$ cat src/fpu_pkg.sv
// Shared types and constants for the single-cycle FP operation groups
package fpu_pkg;

  // ====================
  // Format widths
  // ====================
  localparam int flen  = 32;  // Single precision only
  localparam int exp_w = 8;   // Biased exponent
  localparam int man_w = 23;  // Stored fraction, hidden bit not kept

  typedef logic [flen-1:0] fp_word_t;

  // ====================
  // External operation codes
  // ====================
  // Same 5-bit values as the full FPU control path,
  // so the arithmetic codes stay free
  typedef enum logic [4:0] {
    op_sgnj  = 5'b00101,
    op_sgnjn = 5'b00110,
    op_sgnjx = 5'b00111,
    op_min   = 5'b01000,
    op_max   = 5'b01001,
    op_cmp   = 5'b01011,  // Sub-op from funct3
    op_class = 5'b01100,
    op_mv_xw = 5'b10001,  // FP bits to integer register
    op_mv_wx = 5'b10010   // Integer bits to FP register
  } fp_op_e;

  // Internal unit select after decode
  typedef enum logic [2:0] {
    unit_sign   = 3'd0,
    unit_minmax = 3'd1,
    unit_cmp    = 3'd2,
    unit_class  = 3'd3,
    unit_mv_x   = 3'd4,
    unit_mv_f   = 3'd5
  } unit_e;

  // Sub-operation, meaning depends on unit
  typedef logic [1:0] sub_op_t;

  localparam sub_op_t sub_j   = 2'd0;  // Sign: take b's sign
  localparam sub_op_t sub_n   = 2'd1;  // Sign: inverted b sign
  localparam sub_op_t sub_x   = 2'd2;  // Sign: XOR of signs
  localparam sub_op_t sub_min = 2'd0;
  localparam sub_op_t sub_max = 2'd1;
  localparam sub_op_t sub_eq  = 2'd0;
  localparam sub_op_t sub_lt  = 2'd1;
  localparam sub_op_t sub_le  = 2'd2;

  // Compare funct3 field values
  localparam logic [2:0] funct3_feq = 3'b010;
  localparam logic [2:0] funct3_flt = 3'b001;
  localparam logic [2:0] funct3_fle = 3'b000;

  // Canonical quiet NaN, positive sign
  localparam fp_word_t canon_nan = 32'h7fc0_0000;

  // ====================
  // Stage 1 payload
  // ====================
  typedef struct packed {
    unit_e       unit;
    sub_op_t     sub_op;
    fp_word_t    operand_a;
    fp_word_t    operand_b;
    logic [31:0] int_operand;  // Low word only, enough for FMV.W.X
  } dec_op_t;

endpackage

$ cat src/fpu_pipe_stage.sv
`timescale 1ns/100ps

// One-entry valid/ready register, payload given as a type
module fpu_pipe_stage #(
  parameter type payload_t = logic
) (
  input  logic     clk,
  input  logic     rst_n,
  input  logic     in_valid,
  output logic     in_ready,
  input  payload_t in_data,
  output logic     out_valid,
  input  logic     out_ready,
  output payload_t out_data
);

  logic     valid_q;  // Entry occupied
  payload_t data_q;   // Held payload
  logic     load;

  // Free slot, or the current entry leaves this cycle
  assign in_ready = ~valid_q | out_ready;
  assign load     = in_valid & in_ready;

  always_ff @(posedge clk or negedge rst_n) begin
    if (!rst_n) begin
      valid_q <= 1'b0;
    end else if (in_ready) begin
      valid_q <= in_valid;  // Refill or drain
    end
  end

  always_ff @(posedge clk) begin
    if (load) begin
      data_q <= in_data;
    end
  end

  assign out_valid = valid_q;
  assign out_data  = data_q;

  // A stalled offer from upstream must keep valid and payload
  stall_hold_a: assert property (
    @(posedge clk) disable iff (!rst_n)
    (in_valid && !in_ready) |=> (in_valid && $stable(in_data))
  ) else $error("Upstream dropped or changed a stalled entry");

endmodule

$ cat src/fpu_op_decode.sv
`timescale 1ns/100ps

// Maps external op code and funct3 to unit select and sub-op
module fpu_op_decode (
  input  logic              clk,       // Assertion sampling only
  input  logic              rst_n,
  input  logic              in_valid,
  input  fpu_pkg::fp_op_e   op,
  input  logic [2:0]        funct3,
  input  fpu_pkg::fp_word_t operand_a,
  input  fpu_pkg::fp_word_t operand_b,
  input  logic [31:0]       int_operand,
  output fpu_pkg::dec_op_t  dec
);
  import fpu_pkg::*;

  unit_e   unit;
  sub_op_t sub_op;
  sub_op_t cmp_sub;

  // Compare flavour, unknown funct3 behaves as FEQ
  always_comb begin
    case (funct3)
      funct3_flt: cmp_sub = sub_lt;
      funct3_fle: cmp_sub = sub_le;
      default:    cmp_sub = sub_eq;
    endcase
  end

  // ====================
  // Unit select
  // ====================
  always_comb begin
    unit   = unit_sign;
    sub_op = sub_j;
    case (op)
      op_sgnj:  sub_op = sub_j;
      op_sgnjn: sub_op = sub_n;
      op_sgnjx: sub_op = sub_x;
      op_min: begin
        unit   = unit_minmax;
        sub_op = sub_min;
      end
      op_max: begin
        unit   = unit_minmax;
        sub_op = sub_max;
      end
      op_cmp: begin
        unit   = unit_cmp;
        sub_op = cmp_sub;
      end
      op_class: unit = unit_class;
      op_mv_xw: unit = unit_mv_x;
      op_mv_wx: unit = unit_mv_f;
      default: begin
        unit   = unit_sign;  // Illegal codes fall into plain FSGNJ
        sub_op = sub_j;
      end
    endcase
  end

  // Operands ride along unchanged
  assign dec.unit        = unit;
  assign dec.sub_op      = sub_op;
  assign dec.operand_a   = operand_a;
  assign dec.operand_b   = operand_b;
  assign dec.int_operand = int_operand;

  // Upstream must only issue the nine supported codes
  legal_op_a: assert property (
    @(posedge clk) disable iff (!rst_n)
    in_valid |-> (op inside {op_sgnj, op_sgnjn, op_sgnjx, op_min, op_max,
                             op_cmp, op_class, op_mv_xw, op_mv_wx})
  ) else $error("Unsupported FP op code %b issued", op);

endmodule

$ cat src/fpu_operand_class.sv
`timescale 1ns/100ps

// Field split and IEEE category flags for one single-precision operand
module fpu_operand_class (
  input  fpu_pkg::fp_word_t operand,
  output logic              sign,
  output logic              is_zero,
  output logic              is_sub,
  output logic              is_inf,
  output logic              is_nan,
  output logic              is_snan,
  output logic              is_qnan
);
  import fpu_pkg::*;

  logic [exp_w-1:0] exponent;
  logic [man_w-1:0] mantissa;
  logic             exp_ones;
  logic             exp_zero;
  logic             man_zero;

  assign sign     = operand[flen-1];
  assign exponent = operand[flen-2 -: exp_w];
  assign mantissa = operand[man_w-1:0];

  assign exp_ones = &exponent;   // Inf or NaN encoding
  assign exp_zero = ~|exponent;  // Zero or subnormal
  assign man_zero = ~|mantissa;

  assign is_zero = exp_zero & man_zero;
  assign is_sub  = exp_zero & ~man_zero;
  assign is_inf  = exp_ones & man_zero;
  assign is_nan  = exp_ones & ~man_zero;

  // Fraction MSB separates quiet from signalling
  assign is_qnan = is_nan & mantissa[man_w-1];
  assign is_snan = is_nan & ~mantissa[man_w-1];

endmodule

$ cat src/fpu_execute.sv
`timescale 1ns/100ps

// Combinational datapath for the single-cycle FP groups
module fpu_execute #(
  parameter int xlen = 32
) (
  input  fpu_pkg::dec_op_t  dec,
  input  logic              a_sign,
  input  logic              a_is_zero,
  input  logic              a_is_sub,
  input  logic              a_is_inf,
  input  logic              a_is_nan,
  input  logic              a_is_snan,
  input  logic              a_is_qnan,
  input  logic              b_sign,
  input  logic              b_is_zero,
  input  logic              b_is_nan,
  input  logic              b_is_snan,
  output fpu_pkg::fp_word_t fp_result,
  output logic [xlen-1:0]   int_result,
  output logic              flag_nv,
  output logic              writes_int
);
  import fpu_pkg::*;

  fp_word_t   a;
  fp_word_t   b;
  logic       any_nan;
  logic       any_snan;
  logic       both_zero;
  logic       ord_lt;      // a below b in total order, -0 < +0
  logic       sign_inj;
  fp_word_t   sign_res;
  logic       pick_a;
  fp_word_t   minmax_res;
  logic       cmp_eq;
  logic       cmp_lt;
  logic       cmp_le;
  logic       cmp_bit;
  logic       cmp_nv;
  logic       a_normal;
  logic [9:0] class_mask;

  assign a = dec.operand_a;
  assign b = dec.operand_b;

  assign any_nan   = a_is_nan | b_is_nan;
  assign any_snan  = a_is_snan | b_is_snan;
  assign both_zero = a_is_zero & b_is_zero;

  // Sign-magnitude ordering, NaNs handled by the callers
  always_comb begin
    if (a_sign != b_sign) begin
      ord_lt = a_sign;                         // Negative side is lower
    end else if (a_sign) begin
      ord_lt = a[flen-2:0] > b[flen-2:0];      // Larger magnitude is lower
    end else begin
      ord_lt = a[flen-2:0] < b[flen-2:0];
    end
  end

  // ====================
  // Sign injection
  // ====================
  always_comb begin
    case (dec.sub_op)
      sub_n:   sign_inj = ~b_sign;
      sub_x:   sign_inj = a_sign ^ b_sign;
      default: sign_inj = b_sign;
    endcase
  end

  assign sign_res = {sign_inj, a[flen-2:0]};  // Magnitude always from a

  // ====================
  // Min / max
  // ====================
  assign pick_a = ord_lt ^ (dec.sub_op == sub_max);

  always_comb begin
    if (a_is_nan && b_is_nan) begin
      minmax_res = canon_nan;
    end else if (a_is_nan) begin
      minmax_res = b;       // Single NaN loses
    end else if (b_is_nan) begin
      minmax_res = a;
    end else begin
      minmax_res = pick_a ? a : b;
    end
  end

  // ====================
  // Compare
  // ====================
  assign cmp_eq = ~any_nan & (both_zero | (a == b));  // +0 equals -0
  assign cmp_lt = ~any_nan & ord_lt & ~both_zero;
  assign cmp_le = cmp_lt | cmp_eq;

  always_comb begin
    case (dec.sub_op)
      sub_lt: begin
        cmp_bit = cmp_lt;
        cmp_nv  = any_nan;   // Signalling compare
      end
      sub_le: begin
        cmp_bit = cmp_le;
        cmp_nv  = any_nan;
      end
      default: begin
        cmp_bit = cmp_eq;
        cmp_nv  = any_snan;  // Quiet compare
      end
    endcase
  end

  // Classify mask, one-hot
  assign a_normal = ~(a_is_zero | a_is_sub | a_is_inf | a_is_nan);

  assign class_mask = {a_is_qnan,
                       a_is_snan,
                       ~a_sign & a_is_inf,
                       ~a_sign & a_normal,
                       ~a_sign & a_is_sub,
                       ~a_sign & a_is_zero,
                       a_sign & a_is_zero,
                       a_sign & a_is_sub,
                       a_sign & a_normal,
                       a_sign & a_is_inf};  // Bit 0, -inf

  // Result select, unwritten side stays zero
  always_comb begin
    fp_result  = '0;
    int_result = '0;
    flag_nv    = 1'b0;
    writes_int = 1'b0;
    case (dec.unit)
      unit_sign: fp_result = sign_res;
      unit_minmax: begin
        fp_result = minmax_res;
        flag_nv   = any_snan;
      end
      unit_cmp: begin
        int_result = xlen'(cmp_bit);
        flag_nv    = cmp_nv;
        writes_int = 1'b1;
      end
      unit_class: begin
        int_result = xlen'(class_mask);
        writes_int = 1'b1;
      end
      unit_mv_x: begin
        int_result = xlen'($signed(a));  // Sign-extend on RV64
        writes_int = 1'b1;
      end
      unit_mv_f: fp_result = dec.int_operand;
      default: fp_result = '0;
    endcase
  end

endmodule

$ cat src/fpu_misc_top.sv
`timescale 1ns/100ps

// Two-stage valid/ready pipeline around the single-cycle FP datapath
module fpu_misc_top #(
  parameter int xlen = 32  // 32 or 64
) (
  input  logic              clk,
  input  logic              rst_n,
  input  logic              in_valid,
  output logic              in_ready,
  input  fpu_pkg::fp_op_e   op,
  input  logic [2:0]        funct3,
  input  fpu_pkg::fp_word_t operand_a,
  input  fpu_pkg::fp_word_t operand_b,
  input  logic [xlen-1:0]   int_operand,
  output logic              out_valid,
  input  logic              out_ready,
  output fpu_pkg::fp_word_t fp_result,
  output logic [xlen-1:0]   int_result,
  output logic              flag_nv,
  output logic              writes_int
);
  import fpu_pkg::*;

  // Stage 2 payload, width follows xlen
  typedef struct packed {
    fp_word_t        fp_result;
    logic [xlen-1:0] int_result;
    logic            flag_nv;
    logic            writes_int;
  } res_t;

  dec_op_t dec_d;     // Decode output
  dec_op_t dec_q;     // Stage 1 register
  logic    s1_valid;
  logic    s2_ready;
  res_t    res_d;     // Execute output
  res_t    res_q;     // Stage 2 register
  logic    a_sign, a_is_zero, a_is_sub, a_is_inf;
  logic    a_is_nan, a_is_snan, a_is_qnan;
  logic    b_sign, b_is_zero, b_is_nan, b_is_snan;

  // ====================
  // Decode and stage 1
  // ====================
  fpu_op_decode fpu_op_decode_i (
    .clk         (clk),
    .rst_n       (rst_n),
    .in_valid    (in_valid),
    .op          (op),
    .funct3      (funct3),
    .operand_a   (operand_a),
    .operand_b   (operand_b),
    .int_operand (int_operand[31:0]),
    .dec         (dec_d)
  );

  fpu_pipe_stage #(.payload_t(dec_op_t)) stage1_i (
    .clk       (clk),
    .rst_n     (rst_n),
    .in_valid  (in_valid),
    .in_ready  (in_ready),
    .in_data   (dec_d),
    .out_valid (s1_valid),
    .out_ready (s2_ready),
    .out_data  (dec_q)
  );

  fpu_operand_class class_a_i (
    .operand (dec_q.operand_a),
    .sign    (a_sign),
    .is_zero (a_is_zero),
    .is_sub  (a_is_sub),
    .is_inf  (a_is_inf),
    .is_nan  (a_is_nan),
    .is_snan (a_is_snan),
    .is_qnan (a_is_qnan)
  );

  // Only the flags used by min/max and compare
  fpu_operand_class class_b_i (
    .operand (dec_q.operand_b),
    .sign    (b_sign),
    .is_zero (b_is_zero),
    .is_sub  (),
    .is_inf  (),
    .is_nan  (b_is_nan),
    .is_snan (b_is_snan),
    .is_qnan ()
  );

  // ====================
  // Execute and stage 2
  // ====================
  fpu_execute #(.xlen(xlen)) fpu_execute_i (
    .dec        (dec_q),
    .a_sign     (a_sign),
    .a_is_zero  (a_is_zero),
    .a_is_sub   (a_is_sub),
    .a_is_inf   (a_is_inf),
    .a_is_nan   (a_is_nan),
    .a_is_snan  (a_is_snan),
    .a_is_qnan  (a_is_qnan),
    .b_sign     (b_sign),
    .b_is_zero  (b_is_zero),
    .b_is_nan   (b_is_nan),
    .b_is_snan  (b_is_snan),
    .fp_result  (res_d.fp_result),
    .int_result (res_d.int_result),
    .flag_nv    (res_d.flag_nv),
    .writes_int (res_d.writes_int)
  );

  fpu_pipe_stage #(.payload_t(res_t)) stage2_i (
    .clk       (clk),
    .rst_n     (rst_n),
    .in_valid  (s1_valid),
    .in_ready  (s2_ready),
    .in_data   (res_d),
    .out_valid (out_valid),
    .out_ready (out_ready),
    .out_data  (res_q)
  );

  assign fp_result  = res_q.fp_result;   // Unpack to loose ports
  assign int_result = res_q.int_result;
  assign flag_nv    = res_q.flag_nv;
  assign writes_int = res_q.writes_int;

endmodule

$ cat config.mk
export PLATFORM = sky130hd
export DESIGN_NAME = fpu_misc_top
export DESIGN_NICKNAME = d
export VERILOG_FILES = /design/src/fpu_pkg.sv /design/src/fpu_pipe_stage.sv /design/src/fpu_op_decode.sv /design/src/fpu_operand_class.sv /design/src/fpu_execute.sv /design/src/fpu_misc_top.sv
export SDC_FILE = /design/constraint.sdc
export NUM_CORES = 1
export LEC_CHECK = 0
export BUFFER_PORTS_ARGS = -buffer_cell sky130_fd_sc_hd__buf_2
export CORE_UTILIZATION = 40
export DETAILED_ROUTE_END_ITERATION = 12
export SLEW_MARGIN = 20
export SYNTH_ARGS = -nofsm -noshare
export SYNTH_HDL_FRONTEND = slang
export SYNTH_HIERARCHICAL = 1
export SYNTH_SLANG_ARGS = --single-unit
$ cat constraint.sdc
create_clock -name clk -period 10.1 [get_ports clk]
set_clock_uncertainty 0.2 [all_clocks]
set_input_delay 0 -clock clk [delete_from_list [all_inputs] [get_ports clk]]
set_output_delay 0 -clock clk [all_outputs]
set_load 0.1 [all_outputs]
# Word-level counts from Yosys, hierarchy flattened
# Index checks and enable logic that the tools add are counted.
[word_totals] ramBits=0 rom_bits=0 register_bits=169 in_bits=108 wordCells=107 output_inout_bits=68 n_memories=0 latchBits=0
[op_classes] n_eq_ne=18 div_mod_pow=0 multipliers=0 shift=0 reduce_logical=17 magnitude_cmp=2 n_addsub=0 bitwise=43 n_mux=16
[op_table] cell="$pmux 32 s3" count=2
[op_table] cell="$mux 32" count=4
[op_table] cell="$reduce_or 23->1" count=2
[op_table] cell="$eq 32x32->1" count=1
[op_table] cell="$gt 31x31->1" count=1
[op_table] cell="$lt 31x31->1" count=1
[op_table] cell="$and 1x1->1" count=23
[op_table] cell="$eq 5x4->1 const B" count=4
[op_table] cell="$reduce_and 8->1" count=2
[op_table] cell="$reduce_or 8->1" count=2
[op_table] cell="$pmux 3 s5" count=1
[op_table] cell="$eq 5x3->1 const B" count=2
[op_table] cell="$eq 5x5->1 const B" count=2
[op_table] cell="$not 1->1" count=9
[op_table] cell="$or 1x1->1" count=9
[op_table] cell="$eq 3x1->1 const B" count=2
[op_table] cell="$eq 3x2->1 const B" count=2
[op_table] cell="$eq 3x3->1 const B" count=2
[op_table] cell="$logic_not 3->1" count=2
[op_table] cell="$pmux 1 s2" count=3
[op_table] cell="$pmux 2 s3" count=1
[op_table] cell="$reduce_or 2->1" count=3
[op_table] cell="$logic_not 1->1" count=4
[op_table] cell="$mux 1" count=4
[op_table] cell="7 further kinds" count=8

# Logic depth before layout (Yosys ltp)
# Gate-level depths: netlist of run 1.
[depth] ltp_word=9 mapped_depth=12 mapped_depth_nobuf=11

# By module
# The synthesis of run 1 kept the hierarchy.
[by_module_without_submodules] mod="fpu_pipe_stage at stage1_i" instances=1 cells_each=105 seq_area_each_um2=3057.9 area_per_inst_um2=3086.7
[by_module_without_submodules] mod="fpu_execute" instances=1 cells_each=333 seq_area_each_um2=0.0 area_per_inst_um2=2287.2
[by_module_without_submodules] mod="fpu_pipe_stage at stage2_i" instances=1 cells_each=70 seq_area_each_um2=2006.9 area_per_inst_um2=2035.7
[by_module_without_submodules] mod="fpu_op_decode" instances=1 cells_each=116 seq_area_each_um2=0.0 area_per_inst_um2=865.8
[by_module_without_submodules] mod="fpu_operand_class" instances=2 cells_each=24 seq_area_each_um2=0.0 area_per_inst_um2=158.9

# Worst setup path before layout of run 1
# Ideal clock, no wire load.
[synth_path] path_kind="reg-to-reg" startpoint="reg stage1_i.data_q (netlist bit stage1_i/out_data[86])" endpoint="reg stage2_i.data_q (netlist bit stage2_i/out_data[35]), data pin" setup_time_ns=0.261 t_required_ns=9.639 setup_slack_ns=6.917 arrival_ns=2.722 period_less_slack_ns=3.183 stages_incl_launch_ff=12 n_path_buf=1 cell_sequence="edfxtp_1 ha_1 nand4_2 nor4_4 and2_1 o22ai_1 a311oi_2 o21ai_1 and2_4 o211a_4 buf_6 a221o_1"
[synth_rtl] item="start: declaration" line="fpu_pipe_stage.sv:18" text="payload_t data_q;"
[synth_rtl] item="start signal: assignment" line="fpu_pipe_stage.sv:35" text="data_q <= in_data;"
[synth_rtl] item="end signal: assignment" line="fpu_pipe_stage.sv:35"
[synth_rtl] item="end: declaration" line="fpu_pipe_stage.sv:18"

==> impl_metrics.csv, run 1 <==
group,metric,value,unit
sta,grt_setup_unrepaired,"no",
final_layout,areaGrowthSynthToFinish,24.8,%
routing,wl_per_cell,18.6,um
sta,setup_viol,0,
worst_setup_path,crit_fanout,15,
placed_design,gp_congestion,0.818,
final_layout,insertedDiodeCount,0,
sta,tightest_slew,0.970,ns
final_layout,post-route-util,50.9,%
placed_design,hpwl,14300,um
routing,dr.pass1.iters,5,
cts,numCtsBuffers,17,
sta,slew_violations,0,
worst_setup_path,r2r_start,"stage1_i/out_data[54]",
synthesis,yosys_warnings,6,
sta,fin_crit,4.04,ns
worst_setup_path,crit_required,10.19,ns
sta,hold_viol,0,
floorplanning,die_h,148,um
cts,clkTransAtPathRegs,0.07,ns
routing,drc,0,
cts,clk_latency,0.43,ns
worst_setup_path,crit_arrival,4.13,ns
worst_setup_path,setup.worst_path.end_class,"flop",
routing,drtIter0Drc,513,
cts,clock-sinks,169,
min_path,min_path_type,"in2reg",
sta,slew_headroom,35.3,%
synthesis,netlist_area,8580,sq um
floorplanning,dieWidth,148,um
routing,ant_nets,0,
power_and_ir_drop,p_per_area,179,nW/um^2
synthesis,synth_nets,809,
run_status,status,"complete, no violations",
cts,root_buffer,"clkbuf_16",
final_layout,mostFrequentLayoutCells,"buf_2 (175), edfxtp_1 (167), dlygate4sd3_1 (113)",
floorplanning,start_util,40.8,%
floorplanning,die_area,22000,sq um
final_layout,layout-drive-gt1-share,27.5,%
routing,viasPerCell,5.16,
floorplanning,num_rows,53,
synthesis,synthCells,668,
global_route,grt-ovfl-total,0,
cts,clock_tree.buffer_depth,2,
cts,h-tree-depth,4,
final_layout,final_common_cell,"buf_2",
cts,cts_tree,"done",
power_and_ir_drop,vdd_drop_max,0.107,mV
placed_design,port_buffers,175,
global_route,grt_max_degree,67,
job,drv_cap,0,
sta,fin_crit_sh,40.0,%
floorplanning,core_area,21000,sq um
global_route,grt_use_total,19.7,%
floorplanning,io_pins,176,
sta,fmax,248,MHz
worst_setup_path,startpoint_type,"flop",
sta,final.setup.tns,0,ns
final_layout,fin_nets,997,
routing,vias,5906,
synthesis,synth_area_per_cell,12.8,sq um
worst_setup_path,startpoint,"stage1_i/out_data[54]",
routing,totalWireLength,21200,um
min_path,min_from,"operand_a[8]",
worst_setup_path,critPathKind,"reg2reg",
global_route,grt_pass1_wl,32000,um
cts,post-cts-setup-buffer-count,0,
power_and_ir_drop,leakage,4.30,nW
global_route,antenna_found_initial,0,
global_route,grt_pass1_vias,5805,
sta,holdWs,0.0722,ns
==> state kept, by name (all words and copies together) (netlist names) <==
register and flops:
stage1_i/out_data 101, stage1_i/out_valid 1, stage2_i/out_data 66, stage2_i/out_valid 1
==> final timing paths <==
check	endpoint	cells after the start	slack [ns]
worst min register to register	stage2_i/out_valid	2	0.36
worst max-delay path	stage2_i/out_data[44]	11	6.06
max in group asynchronous	stage2_i/out_valid	3	9.35
worst max register to register	stage2_i/out_data[44]	11	6.06
worst min-delay path	stage1_i/out_data[72]	2	0.07
min in group asynchronous	stage1_i/out_valid	3	0.22
==> layout make-up <==
cell class / instances / area [sq um]
repair buffers: 292 / 2040
clock buffers: 17 / 425
flip-flops and latches: 169 / 5060
clock inverters: 15 / 156
well taps: 275 / 344
fillers: 1802 / 10300
multi-input cells: 336 / 2530
inverters: 40 / 150
==> where the power goes <==
part	switching, mW	leakage [nW]	internal, mW
Clock	0.296	0.283	0.351
Combinational	0.282	2.36	0.108
Sequential	0.0400	1.65	0.837
Total	0.618	4.30	1.30
==> through the flow <==
step                area (sq um)  std cells  worst slack, ns  power [mW]
global route               10700       1144             5.87        1.98
detailed placement          8990        999             6.14        1.25
floorplan                   8580        668             6.92        1.18
finish                     10700       1144             6.06        1.91
global placement            8980        999             5.90        1.25
CTS                        10700       1144             6.10        1.93
==> per-layer routing <==
layer / vias to the layer above / part of all wire, % / global-route usage, %
li1: 2813 / - / -
met1: 2844 / 43 / 25.5
met2: 228 / 49 / 33.0
met3: 21 / 5.8 / 3.74
met4: 0 / 1.8 / 6.80
met5: - / 0 / 0
==> critical path, cell delays in order (launching register included) <==
cell and delay (ns):
edfxtp_1 0.49, inv_1 0.10, ha_1 0.34, nand4_2 0.12, nor4_4 0.40, and2_1 0.18
o22ai_1 0.10, a311oi_2 0.32, o21ai_1 0.14, a31oi_2 0.62, a21o_1 0.61, a221o_1 0.26
==> what timing repair did <==
item                                    in CTS  in global routing
endpoints found under the setup margin       0                  0
hold endpoints to repair                   105                  0
hold buffers                               113                  0
gates resized for setup                      0                  0
Note: power is estimated with default switching activity, not from simulation.
==> run 2, diff against run 1 <==
==> constraint.sdc (replaced) <==
create_clock -name clk -period 3.4 [get_ports clk]
set_clock_uncertainty 0.2 [all_clocks]
set_input_delay 0 -clock clk [delete_from_list [all_inputs] [get_ports clk]]
set_output_delay 0 -clock clk [all_outputs]
set_load 0.1 [all_outputs]
==> impl_metrics.csv, run 2 (synthesized netlist as in run 1, its figures left out) <==
group,metric,value,unit
run_status,status,"complete, but fails checks",
run_status,violations,"negative setup slack",
cts,numCtsBuffers,17,
final_layout,nFillCells,1766,
floorplanning,core_area,21000,sq um
final_layout,fin_area,11300,sq um
final_layout,final_common_cell,"buf_2",
worst_setup_path,crit_arrival,3.44,ns
routing,viasPerCell,5.20,
routing,wl_per_cell,19.2,um
routing,dr.pass1.iters,5,
sta,slew_headroom,21.3,%
worst_setup_path,slowest_stage,"edfxtp_1",
sta,fin_crit,3.47,ns
final_layout,mostFrequentLayoutCells,"buf_2 (175), edfxtp_1 (167), dlygate4sd3_1 (114)",
power_and_ir_drop,p_per_area,520,nW/um^2
cts,cts_tree,"done",
routing,drtIter0Drc,433,
placed_design,gp_congestion,0.859,
power_and_ir_drop,p_total,5.88,mW
placed_design,placed_area,9360,sq um
power_and_ir_drop,vdd_drop_max,0.298,mV
worst_setup_path,crit_required,3.37,ns
final_layout,areaGrowthSynthToFinish,32.0,%
routing,vias,6259,
global_route,grt_use_total,21.4,%
final_layout,fin_nets,1056,
sta,hold_viol,0,
cts,clock_tree.buffer_depth,2,
final_layout,largest_reg_flops,101,
sta,setup_viol,25,
floorplanning,num_rows,53,
routing,totalWireLength,23100,um
worst_setup_path,timing.critical_path.buf_inv,2,
worst_setup_path,critPathMaxStageDelay,0.38,ns
placed_design,dp_slack,-0.134,ns
sta,fin_crit_sh,102,%
floorplanning,io_pins,176,
sta,fin_ws,-0.0678,ns
sta,slew_violations,0,
final_layout,post-route-util,53.8,%
sta,final.setup.tns,-0.694,ns
worst_setup_path,crit_fanout,6,
cts,root_buffer,"clkbuf_16",
worst_setup_path,critPathKind,"reg2reg",
placed_design,port_buffers,175,
min_path,min_path_type,"in2reg",
worst_setup_path,startpoint_type,"flop",
floorplanning,dieWidth,148,um
cts,clkTransAtPathRegs,0.08,ns
cts,clock-sinks,169,
final_layout,layout.cells.non_filler,1203,
final_layout,layout-drive-gt1-share,33.5,%
worst_setup_path,cp_top_family,"compound AO/OA/AOI/OAI gates",
global_route,grt_pass1_vias,6386,
routing,ant_nets,0,
sta,fmax,288,MHz
sta,holdWs,0.0661,ns
cts,h-tree-depth,4,
sta,tightest_slew,1.18,ns
routing,drc,0,
floorplanning,die_h,148,um
final_layout,insertedDiodeCount,0,
floorplanning,die_area,22000,sq um
cts,clk_latency,0.44,ns
placed_design,dpl.cell_count,1047,
worst_setup_path,worstPathCellList,"inv_1 -> ha_1 -> nand4_1 -> buf_4 -> a21oi_1 -> o31ai_1 -> o211ai_1 -> o2bb2ai_2 -> or3_4 -> and2_4 -> o211a_4 -> a221o_1",
floorplanning,start_util,40.8,%
global_route,grt-ovfl-total,0,
power_and_ir_drop,leakage,4.61,nW
global_route,antenna_found_initial,0,
worst_setup_path,setup.worst_path.end_class,"flop",
global_route,grt_pass1_wl,34800,um
sta,grt_setup_unrepaired,"yes",
job,drv_cap,0,
placed_design,hpwl,15300,um
global_route,grt_max_degree,67,
==> run 2: cell count changes in the layout (fill, tap and decap cells not counted), sizes merged <==
cell | before | now
bufinv | 1 | 2
a21o | 3 | 4
clkinv | 3 | 2
o211a | 2 | 5
buf | 179 | 233
clkinvlp | 2 | 1
dlygate4sd3 | 113 | 114
inv | 49 | 50
==> run 2: area by class of cell <==
type / instances / area (sq um) / share of cell area, %
multi-input combinational: 340 / 2690 / 23.7
clock inverter: 15 / 180 / 1.59
tap: 275 / 344 / 3.04
clock buffer: 17 / 425 / 3.76
sequential: 169 / 5060 / 44.7
timing repair buffer: 347 / 2470 / 21.8
inverter: 40 / 150 / 1.33
==> run 2: final timing paths <==
check	slack, ns	start	cells after the start	endpoint
setup / recovery	-0.07	stage1_i/out_data[38]	12	stage2_i/out_data[55]
max in group asynchronous	2.65	rst_n	3	stage2_i/out_valid
hold / removal	0.07	operand_a[8]	2	stage1_i/out_data[72]
min in group asynchronous	0.22	rst_n	3	stage1_i/out_valid
hold reg to reg	0.35	stage2_i/out_valid	2	stage2_i/out_valid
setup reg to reg	-0.07	stage1_i/out_data[38]	12	stage2_i/out_data[55]
==> run 2: repair_timing <==
action                                 4_1_cts  5_1_grt
endpoints found under the hold margin      105        0
gates resized for setup                      6       17
hold buffers                               114        0
cloned                                       1        3
buffers inserted                             2        4
setup endpoints to repair                   23       32
pin swaps                                    3       19
==> run 2: report_power, final <==
| part | total [mW] | internal [mW] | switching (mW) |
|---|---|---|---|
| Sequential | 2.57 | 2.49 | 0.0806 |
| Combinational | 1.30 | 0.386 | 0.916 |
| Clock | 2.02 | 1.12 | 0.897 |
==> run 2: per-layer routing <==
layer | wire [um] | part of all wire, % | track usage [%]
met3 | 1360 | 5.9 | 3.83
met4 | 353 | 1.5 | 6.91
met1 | 10200 | 44 | 27.9
met5 | 0 | 0 | 0
met2 | 11200 | 48 | 35.9
